`src/hdl/mpram_pkg.sv`:
```
package mpram_pkg;

   localparam int data_w = 8;
   localparam int addr_w = 5;

   // only 24 of the 32 addresses are backed by storage.
   localparam int depth = 24;

   localparam int num_rd = 4;
   localparam int num_wr = 2;

   localparam int cnt_w = 8; // error counters saturate at the top of this range.

   // write request as presented on each write port.
   typedef struct packed {
      logic [addr_w-1:0] addr;
      logic [data_w-1:0] data;
   } wr_req_t;

   typedef struct packed {
      logic [addr_w-1:0] addr;
   } rd_req_t;

   // read response, held in the read port until it is taken.
   typedef struct packed {
      logic [data_w-1:0] data;
      logic              addr_err;     // address was 24 or above.
      logic              powered_down; // data is all ones.
   } rd_rsp_t;

   // array write command after range check and collision handling.
   typedef struct packed {
      logic              en;
      logic [addr_w-1:0] addr;
      logic [data_w-1:0] data;
   } wr_cmd_t;

   typedef struct packed {
      logic [cnt_w-1:0] rd_err_cnt;
      logic [cnt_w-1:0] wr_err_cnt;
      logic [cnt_w-1:0] collision_cnt;
      logic             rd_err_seen;
      logic             wr_err_seen;
      logic             collision_seen;
   } err_status_t;

endpackage

```
`src/hdl/mpram_storage_array.sv`:
```
`timescale 1ns/1ps

module mpram_storage_array
(
   input  logic                                                 clk,
   input  logic                                                 rst_n,
   input  mpram_pkg::wr_cmd_t [mpram_pkg::num_wr-1:0]           wr_cmd,
   input  logic [mpram_pkg::num_rd-1:0][mpram_pkg::addr_w-1:0] rd_addr,
   output logic [mpram_pkg::num_rd-1:0][mpram_pkg::data_w-1:0] rd_data
);

   logic [mpram_pkg::data_w-1:0] mem [mpram_pkg::depth];

   // the write commands are applied in port order so that port 1 lands last.
   always_ff @(posedge clk or negedge rst_n)
   begin
      if (!rst_n)
      begin
         for (int i = 0; i < mpram_pkg::depth; i++)
         begin
            mem[i] <= '0;
         end
      end
      else
      begin
         for (int p = 0; p < mpram_pkg::num_wr; p++)
         begin
            if (wr_cmd[p].en)
            begin
               mem[wr_cmd[p].addr] <= wr_cmd[p].data;
            end
         end
      end
   end

   // read taps see the contents as they were before the current edge.
   always_comb
   begin
      for (int r = 0; r < mpram_pkg::num_rd; r++)
      begin
         if (rd_addr[r] < mpram_pkg::depth)
         begin
            rd_data[r] = mem[rd_addr[r]];
         end
         else
         begin
            rd_data[r] = '0; // no storage behind these addresses.
         end
      end
   end

endmodule

```
`src/hdl/mpram_write_arbiter.sv`:
```
`timescale 1ns/1ps

module mpram_write_arbiter
(
   input  logic                                       clk,
   input  logic                                       rst_n,
   input  logic                                       pd_n,
   input  logic [mpram_pkg::num_wr-1:0]               wr_valid,
   input  mpram_pkg::wr_req_t [mpram_pkg::num_wr-1:0] wr_req,
   output logic [mpram_pkg::num_wr-1:0]               wr_ready,
   output mpram_pkg::wr_cmd_t [mpram_pkg::num_wr-1:0] wr_cmd,
   output logic [mpram_pkg::num_wr-1:0]               wr_err,
   output logic                                       collision
);

   logic                         en_q;
   logic [mpram_pkg::num_wr-1:0] accept;
   logic [mpram_pkg::num_wr-1:0] in_range;

   // writes are refused until the first edge after reset.
   always_ff @(posedge clk or negedge rst_n)
   begin
      if (!rst_n)
      begin
         en_q <= 1'b0;
      end
      else
      begin
         en_q <= 1'b1;
      end
   end

   assign wr_ready = {mpram_pkg::num_wr{en_q & pd_n}}; // power-down stalls both writers.

   always_comb
   begin
      for (int p = 0; p < mpram_pkg::num_wr; p++)
      begin
         accept[p]   = wr_valid[p] & wr_ready[p];
         in_range[p] = wr_req[p].addr < mpram_pkg::depth;
         wr_err[p]   = accept[p] & ~in_range[p];
      end

      // both writers landing on the same real word in one cycle.
      collision = (&accept) & (&in_range) & (wr_req[0].addr == wr_req[1].addr);

      for (int p = 0; p < mpram_pkg::num_wr; p++)
      begin
         wr_cmd[p].en   = accept[p] & in_range[p]; // out-of-range writes are dropped.
         wr_cmd[p].addr = wr_req[p].addr;
         wr_cmd[p].data = wr_req[p].data;
      end

      // port 1 wins a collision, so the port 0 write is not issued.
      if (collision)
      begin
         wr_cmd[0].en = 1'b0;
      end
   end

endmodule

```
`src/hdl/mpram_read_port.sv`:
```
`timescale 1ns/1ps

module mpram_read_port
(
   input  logic                          clk,
   input  logic                          rst_n,
   input  logic                          pd_n,
   input  logic                          rd_valid,
   input  mpram_pkg::rd_req_t            rd_req,
   input  logic                          rsp_ready,
   input  logic [mpram_pkg::data_w-1:0]  tap_data,
   output logic                          rd_ready,
   output logic [mpram_pkg::addr_w-1:0]  tap_addr,
   output logic                          rsp_valid,
   output mpram_pkg::rd_rsp_t            rd_rsp,
   output logic                          rd_err
);

   logic               active_q; // low until the first edge after reset.
   logic               accept;
   logic               addr_bad;
   mpram_pkg::rd_rsp_t rsp_next;

   assign tap_addr = rd_req.addr;

   // the response register can take a new entry when it is empty or draining.
   assign rd_ready = active_q & (~rsp_valid | rsp_ready);
   assign accept   = rd_valid & rd_ready;
   assign addr_bad = rd_req.addr >= mpram_pkg::depth;

   // no address check while powered down.
   assign rd_err = accept & pd_n & addr_bad;

   always_comb
   begin
      rsp_next = '0;
      if (!pd_n)
      begin
         rsp_next.data         = '1;
         rsp_next.powered_down = 1'b1;
      end
      else if (addr_bad)
      begin
         rsp_next.addr_err = 1'b1; // data stays zero.
      end
      else
      begin
         rsp_next.data = tap_data;
      end
   end

   always_ff @(posedge clk or negedge rst_n)
   begin
      if (!rst_n)
      begin
         active_q  <= 1'b0;
         rsp_valid <= 1'b0;
      end
      else
      begin
         active_q <= 1'b1;
         if (accept)
         begin
            rsp_valid <= 1'b1;
         end
         else if (rsp_ready)
         begin
            rsp_valid <= 1'b0;
         end
      end
   end

   // a stalled response holds here until rsp_ready returns.
   always_ff @(posedge clk)
   begin
      if (accept)
      begin
         rd_rsp <= rsp_next;
      end
   end

endmodule

```
`src/hdl/mpram_error_log.sv`:
```
`timescale 1ns/1ps

module mpram_error_log
(
   input  logic                         clk,
   input  logic                         rst_n,
   input  logic [mpram_pkg::num_rd-1:0] rd_err,
   input  logic [mpram_pkg::num_wr-1:0] wr_err,
   input  logic                         collision,
   output mpram_pkg::err_status_t       err_status
);

   logic [2:0] rd_inc;
   logic [2:0] wr_inc;
   logic [2:0] col_inc;

   // adds one cycle's pulses to a counter and holds it at all ones.
   function automatic logic [mpram_pkg::cnt_w-1:0] sat_add
   (
      input logic [mpram_pkg::cnt_w-1:0] cnt,
      input logic [2:0]                  inc
   );
      logic [mpram_pkg::cnt_w:0] sum;
      sum = {1'b0, cnt} + {{(mpram_pkg::cnt_w - 2){1'b0}}, inc};
      return sum[mpram_pkg::cnt_w] ? '1 : sum[mpram_pkg::cnt_w-1:0];
   endfunction

   assign rd_inc  = 3'($countones(rd_err)); // up to four read errors per cycle.
   assign wr_inc  = 3'($countones(wr_err));
   assign col_inc = {2'b00, collision};

   always_ff @(posedge clk or negedge rst_n)
   begin
      if (!rst_n)
      begin
         err_status <= '0;
      end
      else
      begin
         err_status.rd_err_cnt     <= sat_add(err_status.rd_err_cnt, rd_inc);
         err_status.wr_err_cnt     <= sat_add(err_status.wr_err_cnt, wr_inc);
         err_status.collision_cnt  <= sat_add(err_status.collision_cnt, col_inc);
         err_status.rd_err_seen    <= err_status.rd_err_seen | (|rd_err);
         err_status.wr_err_seen    <= err_status.wr_err_seen | (|wr_err);
         err_status.collision_seen <= err_status.collision_seen | collision;
      end
   end

endmodule

```
`src/hdl/mpram_4r2w_top.sv`:
```
`timescale 1ns/1ps

module mpram_4r2w_top
(
   input  logic                                       clk,
   input  logic                                       rst_n,
   input  logic                                       pd_n, // low means powered down.

   input  logic [mpram_pkg::num_wr-1:0]               wr_valid,
   output logic [mpram_pkg::num_wr-1:0]               wr_ready,
   input  mpram_pkg::wr_req_t [mpram_pkg::num_wr-1:0] wr_req,

   input  logic [mpram_pkg::num_rd-1:0]               rd_valid,
   output logic [mpram_pkg::num_rd-1:0]               rd_ready,
   input  mpram_pkg::rd_req_t [mpram_pkg::num_rd-1:0] rd_req,

   output logic [mpram_pkg::num_rd-1:0]               rsp_valid,
   input  logic [mpram_pkg::num_rd-1:0]               rsp_ready,
   output mpram_pkg::rd_rsp_t [mpram_pkg::num_rd-1:0] rd_rsp,

   output mpram_pkg::err_status_t                     err_status
);

   mpram_pkg::wr_cmd_t [mpram_pkg::num_wr-1:0]           wr_cmd;
   logic [mpram_pkg::num_wr-1:0]                         wr_err;
   logic                                                 collision;
   logic [mpram_pkg::num_rd-1:0][mpram_pkg::addr_w-1:0] tap_addr;
   logic [mpram_pkg::num_rd-1:0][mpram_pkg::data_w-1:0] tap_data;
   logic [mpram_pkg::num_rd-1:0]                         rd_err;

   mpram_storage_array i_storage_array
   (
      .clk     (clk),
      .rst_n   (rst_n),
      .wr_cmd  (wr_cmd),
      .rd_addr (tap_addr),
      .rd_data (tap_data)
   );

   mpram_write_arbiter i_write_arbiter
   (
      .clk       (clk),
      .rst_n     (rst_n),
      .pd_n      (pd_n),
      .wr_valid  (wr_valid),
      .wr_req    (wr_req),
      .wr_ready  (wr_ready),
      .wr_cmd    (wr_cmd),
      .wr_err    (wr_err),
      .collision (collision)
   );

   // one read port per array tap.
   for (genvar g = 0; g < mpram_pkg::num_rd; g++)
   begin : g_read_port
      mpram_read_port i_read_port
      (
         .clk       (clk),
         .rst_n     (rst_n),
         .pd_n      (pd_n),
         .rd_valid  (rd_valid[g]),
         .rd_req    (rd_req[g]),
         .rsp_ready (rsp_ready[g]),
         .tap_data  (tap_data[g]),
         .rd_ready  (rd_ready[g]),
         .tap_addr  (tap_addr[g]),
         .rsp_valid (rsp_valid[g]),
         .rd_rsp    (rd_rsp[g]),
         .rd_err    (rd_err[g])
      );
   end

   mpram_error_log i_error_log
   (
      .clk        (clk),
      .rst_n      (rst_n),
      .rd_err     (rd_err),
      .wr_err     (wr_err),
      .collision  (collision),
      .err_status (err_status)
   );

endmodule

```
`config.mk`:
```
export PLATFORM = sky130hd
export DESIGN_NAME = mpram_4r2w_top
export DESIGN_NICKNAME = d
export VERILOG_FILES = /design/src/hdl/mpram_pkg.sv /design/src/hdl/mpram_storage_array.sv /design/src/hdl/mpram_write_arbiter.sv /design/src/hdl/mpram_read_port.sv /design/src/hdl/mpram_error_log.sv /design/src/hdl/mpram_4r2w_top.sv
export SDC_FILE = /design/constraint.sdc
export NUM_CORES = 1
export LEC_CHECK = 0
export BUFFER_PORTS_ARGS = -buffer_cell sky130_fd_sc_hd__clkbuf_2
export CORE_MARGIN = 2
export CORE_UTILIZATION = 35
export DETAILED_ROUTE_END_ITERATION = 12
export GPL_ROUTABILITY_DRIVEN = 0
export PLACE_DENSITY = 0.6
export REMOVE_ABC_BUFFERS = 1
export SETUP_SLACK_MARGIN = 0.1
export SLEW_MARGIN = 20
export SYNTH_ARGS = -nofsm -noshare
export SYNTH_HDL_FRONTEND = slang
export SYNTH_SLANG_ARGS = --single-unit
export TNS_END_PERCENT = 10
```
`constraint.sdc`:
```
create_clock -name clk -period 4.7 [get_ports clk]
set_input_delay 0.235 -clock clk [delete_from_list [all_inputs] [get_ports clk]]
set_output_delay 0.235 -clock clk [all_outputs]
set_load 0.03 [all_outputs]
```
==> results of run 1 <==
-- what timing repair did --
action | in CTS | in global routing
hold buffers | 9 | 0
endpoints found under the hold margin | 57 | 0
setup buffers | 0 | 0
-- kinds of logic after synthesis --
family,after synthesis,share of synthesized area (%)
and+or+nand+nor,539,13.00
AOI/OAI and AO/OA,422,14.12
muxes,385,30.57
DFF,264,35.32
buffers and inverters,215,4.947
adders and majority gates,17,1.221
xor gates and xnor gates,16,0.8051
other,1,0.01946
-- worst min-delay path by stage --
stage          cells past startpoint       start  slack, ns                                    to
2_1_floorplan                      0       rst_n      -0.06  g_read_port[0].i_read_port.rsp_valid
3_3_place_gp                       1       rst_n       0.19            i_error_log.err_status[20]
3_5_place_dp                       1       rst_n       0.19            i_error_log.err_status[22]
4_1_cts                            2  rd_req[18]       0.02  g_read_port[3].i_read_port.rd_rsp[1]
5_1_grt                            2  rd_req[18]       0.06  g_read_port[3].i_read_port.rd_rsp[1]
6_report                           2  rd_req[19]       0.05  g_read_port[3].i_read_port.rd_rsp[1]
-- placed cells by master (no fill, tap or decap), types with 8 or more instances in the layout --
master / count
clkbuf_16: 31
mux4_2: 160
mux2_2: 28
dlygate4sd3_1: 9
o211ai_1: 12
nor4_1: 11
mux2i_1: 197
edfxtp_1: 40
nor2b_1: 20
clkinv_1: 8
clkbuf_1: 9
xnor2_1: 8
nand4_1: 17
and3_1: 9
or3_1: 25
a211oi_1: 9
o221ai_1: 13
clkbuf_2: 130
o211a_1: 9
nor2_1: 219
and2_1: 21
nand3_1: 36
inv_1: 30
dfrtp_1: 224
nand2_1: 113
a21oi_1: 162
buf_4: 37
nand2b_1: 31
ha_1: 14
a31oi_1: 79
o21ai_0: 71
or2_2: 8
nor3_1: 15
-- flip-flops by register name, summed over array words and instances, names as in the netlist --
name	flops
i_storage_array.mem	192
g_read_port.i_read_port.rd_rsp	40
i_error_log.err_status	27
g_read_port.i_read_port.rsp_valid	4
g_read_port.i_read_port.active_q	1
-- metal layers --
metal  share of wire [%]  track usage, %  up-vias
li1                    -               -     7064
met1                  39           35.51     8374
met2                  43           39.12     1161
met3                  13           9.446      227
met4                 4.9           10.97       12
met5                0.26           1.558        -
-- area by class of cell --
| cell class | instances | area [µm²] |
|---|---|---|
| Clock buffer | 40 | 809.5 |
| Clock inverter | 16 | 132.6 |
| Antenna cell | 3 | 7.507 |
| Inverter | 33 | 123.9 |
| Fill cell | 5295 | 33360 |
| Tap cell | 704 | 880.8 |
| Multi-Input combinational cell | 1380 | 11540 |
| Sequential cell | 264 | 6807 |
| Timing Repair Buffer | 182 | 1116 |
-- critical path, delay by kind of cell (launching register included) --
| kind | cells | cell delay, ns |
|---|---|---|
| AO/OA/AOI/OAI | 1 | 0.11 |
| buffers and inverters | 4 | 0.38 |
| adder cells (fa/ha/maj) | 4 | 1.42 |
| AND/OR/NAND/NOR | 6 | 0.99 |
| flip-flops | 1 | 0.65 |
-- stage by stage --
stage | std cells | power (mW)
2_1_floorplan | 1677 | 4.339
3_3_place_gp | 2552 | 5.162
3_5_place_dp | 2552 | 5.238
4_1_cts | 2617 | 7.587
5_1_grt | 2621 | 7.896
6_report | 2622 | 7.630
-- power groups by stage --
stage,Combinational [mW],Clock (mW),Sequential (mW)
after floorplan,1.21,0,3.13
after global placement,1.99,0,3.17
after detailed placement,2.03,0,3.21
after CTS,2.04,2.37,3.17
after global routing,2.20,2.45,3.24
final,2.09,2.35,3.19
==> metrics, run 1 <==
outcome completed; Psw 2.655 mW; full die area 0.05695 mm²; clk slew on worst S/H paths 0.06 ns; Hold Path Class in -> reg; CP Cell Sequence and2_1, nand2_1, inv_1, buf_4, and2_1, ha_1, ha_1, fa_1, inv_1, fa_1, inv_1, a21oi_1, nor2_1, nand3_1, nand2b_1; FMAX 0.2777 GHz; Setup WS pre-CTS 1.104 ns; initial antenna violation count 9; Final Max Tran Viols 0; Int Pwr approximately 5 mW; CTS tree yes; final worst setup slack approximately 1.1 ns; Critical Path Source Type register; Synth Flop Type dfrtp_1; worst-skew pair later-pin latency ~0.6 ns; dpl hpwl 52.54 mm; warning count from the yosys run 0; routed wire length approximately 77 mm; DRT iter0 DRCs 2308; cts repair resizes 0; I/O Pins 136; Longest Clk Path Bufs 3; core area 0.05477 mm²; Final setup viols 0; Area growth syn-to-layout 11.12%; gr ovfl total 0; 1st-pass router iterations 7; global-route usage over all layers between 20% and 30%; worst reg2reg path endpoint i_error_log.err_status[19]; Setup crit end kind register; Combinational Power Share 27.4%; mapped cell area 0.01927 mm²; period utilization between 70% and 80%; unrepaired setup endpoints after global routing false; drt wl/cell 29.34 µm; Area contributors post-synth dfrtp_1, mux4_2, mux2i_1, edfxtp_1, nor2_1; Slew HR 19.50%; Yosys top cell area share 29.09%; share of cells above drive strength 1 22.82%; Fin. Hold Viols 0; Setup Skew ~0.011 ns; most common cell in the netlist dfrtp_1; antenna-violating nets left 0; sequential area share after synthesis between 30% and 40%; Post-Syn Instances 1859; largest net degree at the start of global routing 113; Setup crit end i_error_log.err_status[19]; Async SR Flop Fraction 84.85%; max incr delay on CP 0.65 ns; crit path launch g_read_port[3].i_read_port.active_q; Crit Path Class reg -> reg; Worst-Margin Slew 1.192 ns; Critical Path RT 5.23 ns; PortBufs 135; part of the power in registers 41.8%; num rows 86; fin util 39.10%; Clock Sinks 264; Critical Path Fanout Max 11; number of enable flip-flop cells after synthesis 40; Synth area leader dfrtp_1; cells on worst reg2reg path 15; P per Cell Area approximately 360 mW/mm²; Synth Register Bits 264; Max IR drop VDD 0.3199 mV; Clk pwr share 30.8%; register-to-register setup slack 1.10 ns; final instance area 0.02141 mm²; number of global-route vias before repair 15960; Placed Area 0.02034 mm²; Initial Util 35.19%; reg-to-reg startpoint g_read_port[3].i_read_port.active_q; Via density 6.422; Final min period about 3.6 ns; Root Driver clkbuf_16; Synth Area per Inst 10.37 µm²; Max H-tree Level 1; Max Cap Viol 0; sw frac 34.79%; Pleak 8.747 nW; DIE HEIGHT 238.7 µm; arrival time worst endpoint just over 4 ns; Synth cell types 69; first-pass GRT wire length between 100 and 150 mm; Die Span X 238.7 µm; Residual DRC 0; Crit path top cell by count inv_1; Vias 16840; CP max stage cell dfrtp_1; post-route setup TNS 0 ns; Inserted Clock Buffers 30; hold slack between 0.04 and 0.05 ns; Synth top cells by count dfrtp_1, nor2_1, mux2i_1; Layout Nets between 1500 and 2000
(Power assumes the default switching activity.)
==> run 2, diff against run 1 <==
clock period = 3.8 ns   (was 4.7 ns; I/O delays follow)
==> run 2 against run 1 <==
Net effect:
- sequential power rose by 24%
- sequential share of layout area decreased by 0.48 points
- count of clock-buffer cells in the layout increased by 1
- critical endpoint unchanged
- highest routed layer unchanged
- first-iteration DRC count rose by 4.1%
- design area is 1.5% higher
- clock power grew 42%
==> metrics, run 2 (synthesized netlist as in run 1, its figures left out) <==
Residual DRC 0; Setup Skew between 0.02 and 0.025 ns; arrival time worst endpoint 3.79 ns; PortBufs 135; post-route setup TNS 0 ns; unrepaired setup endpoints after global routing false; Max IR drop VDD 0.3521 mV; Critical Path Fanout Max 8; Setup WS pre-CTS 0.5283 ns; hold slack 0.03924 ns; Root Driver clkbuf_16; largest net degree at the start of global routing 86; register-to-register setup slack 0.54 ns; first-pass GRT wire length approximately 110 mm; Final min period about 3.3 ns; num rows 86; Via density 6.436; dpl hpwl 53.05 mm; Int Pwr 6.519 mW; P per Cell Area 455.9 mW/mm²; Clk pwr share 33.7%; Max Cap Viol 0; commonest non-fill, non-tap cells in the layout dfrtp_1, nor2_1, mux2i_1; Initial Util 35.19%; Layout Nets 1988; routed wire length 77.56 mm; outcome completed; share of cells above drive strength 1 23.95%; Biggest register i_storage_array.mem; Max H-tree Level 1; sw frac approximately a third; cells on worst reg2reg path 15; Clock Sinks 264; FMAX ~0.31 GHz; I/O Pins 136; CTS tree yes; Final setup viols 0; global-route usage over all layers 26.87%; Vias about 17000; gr ovfl total 0; Die Span X 238.7 µm; Slew HR 18.79%; largest registers i_storage_array.mem: 192 flops, g_read_port.i_read_port.rd_rsp: 40 flops, i_error_log.err_status: 27 flops; CP Cell Sequence buf_4, and2_1, nand2_1, inv_1, nand2_1, ha_1, ha_1, fa_1, inv_1, fa_1, inv_1, a21oi_1, nor2_1, nand3_1, nand2b_1; worst hold path cell count 2; number of global-route vias before repair 16220; fill count ~5200; worst reg2reg path endpoint i_error_log.err_status[19]; Crit path top cell by count inv_1; Hold Path Class in -> reg; final worst setup slack 0.5400 ns; clk slew on worst S/H paths 0.06 ns; part of the power in registers 39.9%; full die area about 0.057 mm²; Worst-Margin Slew 1.202 ns; Setup crit end kind register; Critical Path RT 4.33 ns; initial antenna violation count 10; Combinational Power Share 26.4%; 1st-pass router iterations 8; DIE HEIGHT ~240 µm; max incr delay on CP 0.58 ns; Psw 3.392 mW; commonest non-fill, non-tap cell in the layout dfrtp_1; Hold Startpoint rd_req[13]; core area 0.05477 mm²; Hold EP g_read_port[2].i_read_port.rd_rsp[1]; Pleak 8.917 nW; Area growth syn-to-layout 12.81%; Longest Clk Path Bufs 3; Critical Path Source Type register; Inserted Clock Buffers 31; reg-to-reg startpoint g_read_port[3].i_read_port.active_q; Crit Path Class reg -> reg; Final Max Tran Viols 0; max reg flops 192; drt wl/cell 29.34 µm; Fin. Hold Viols 0; antenna-violating nets left 0; cts repair resizes 0; worst-skew pair later-pin latency 0.61 ns; period utilization 85.79%; DRT iter0 DRCs about 2400; CP max stage cell fa_1
run 2: changes by cell type in the layout (fill, tap and decap cells not counted), moves of 2 or more:
| cell | delta |
|---|---|
| buf_4 | +18 |
| bufinv_16 | +3 |
| inv_6 | +2 |
| clkinv_1 | -5 |
| clkbuf_8 | +7 |
| dlygate4sd3_1 | +3 |
| clkinv_2 | -3 |
| buf_6 | -2 |
| clkinvlp_4 | +5 |
| o21ai_2 | -2 |
| o21ai_1 | +2 |
| clkbuf_1 | -6 |
run 2: worst max-delay path by stage:
stage | startpoint | end | slack (ns) | cells after the start
after detailed placement | pd_n | i_error_log.err_status[19] | 0.53 | 13
after global placement | pd_n | i_error_log.err_status[19] | 0.58 | 13
final | g_read_port[3].i_read_port.active_q | i_error_log.err_status[19] | 0.54 | 15
after CTS | g_read_port[3].i_read_port.active_q | i_error_log.err_status[19] | 0.50 | 15
after floorplan | g_read_port[3].i_read_port.active_q | i_error_log.err_status[8] | 0.08 | 10
after global routing | g_read_port[3].i_read_port.active_q | i_error_log.err_status[19] | 0.28 | 15
run 2: worst max-delay path, delay by kind of cell, from the launching register on:
family,cells,cell delay [ns]
compound gates,1,0.10
fa+ha+maj,4,1.47
buf+inv,4,0.45
flops,1,0.37
simple gates,6,0.82
run 2: what timing repair did:
action                    in CTS  in global routing
hold buffers                  12                  0
hold endpoints to repair      81                  0
buffers inserted               0                  0
run 2: stage by stage:
stage / total power [mW] / instances / area [µm²] / util, %
2_1_floorplan: 5.367 / 1677 / 18440 / -
3_3_place_gp: 6.426 / 2571 / 20490 / 37.41
6_report: 9.911 / 2643 / 21740 / 39.69
4_1_cts: 9.845 / 2641 / 21730 / 39.67
3_5_place_dp: 6.506 / 2571 / 20490 / 37.41
5_1_grt: 10.26 / 2642 / 21740 / 39.69
run 2: power groups by stage:
stage / logic [mW] / clock network (mW) / registers (mW)
6_report: 2.62 / 3.34 / 3.95
5_1_grt: 2.76 / 3.49 / 4.01
4_1_cts: 2.55 / 3.37 / 3.92
3_5_place_dp: 2.54 / 0 / 3.97
3_3_place_gp: 2.50 / 0 / 3.93
2_1_floorplan: 1.49 / 0 / 3.87
run 2: layer usage:
layer | routed length (µm) | up-vias | global-route usage (%)
li1 | - | 7126 | -
met1 | 29260 | 8356 | 35.09
met2 | 33050 | 1227 | 39.35
met3 | 10830 | 288 | 10.65
met4 | 4287 | 14 | 11.74
met5 | 136 | - | 0
run 2: cell type report:
| cell class | count | area [µm²] | area share [%] |
|---|---|---|---|
| multi-input cells | 1380 | 11530 | 53.02 |
| flip-flops and latches | 264 | 6807 | 31.31 |
| repair buffers | 202 | 1279 | 5.882 |
| clock buffers | 41 | 883.3 | 4.063 |
| well taps | 704 | 880.8 | 4.052 |
| clock inverters | 17 | 235.2 | 1.082 |
| inverters | 33 | 123.9 | 0.5698 |
| diodes | 2 | 5.005 | 0.02302 |
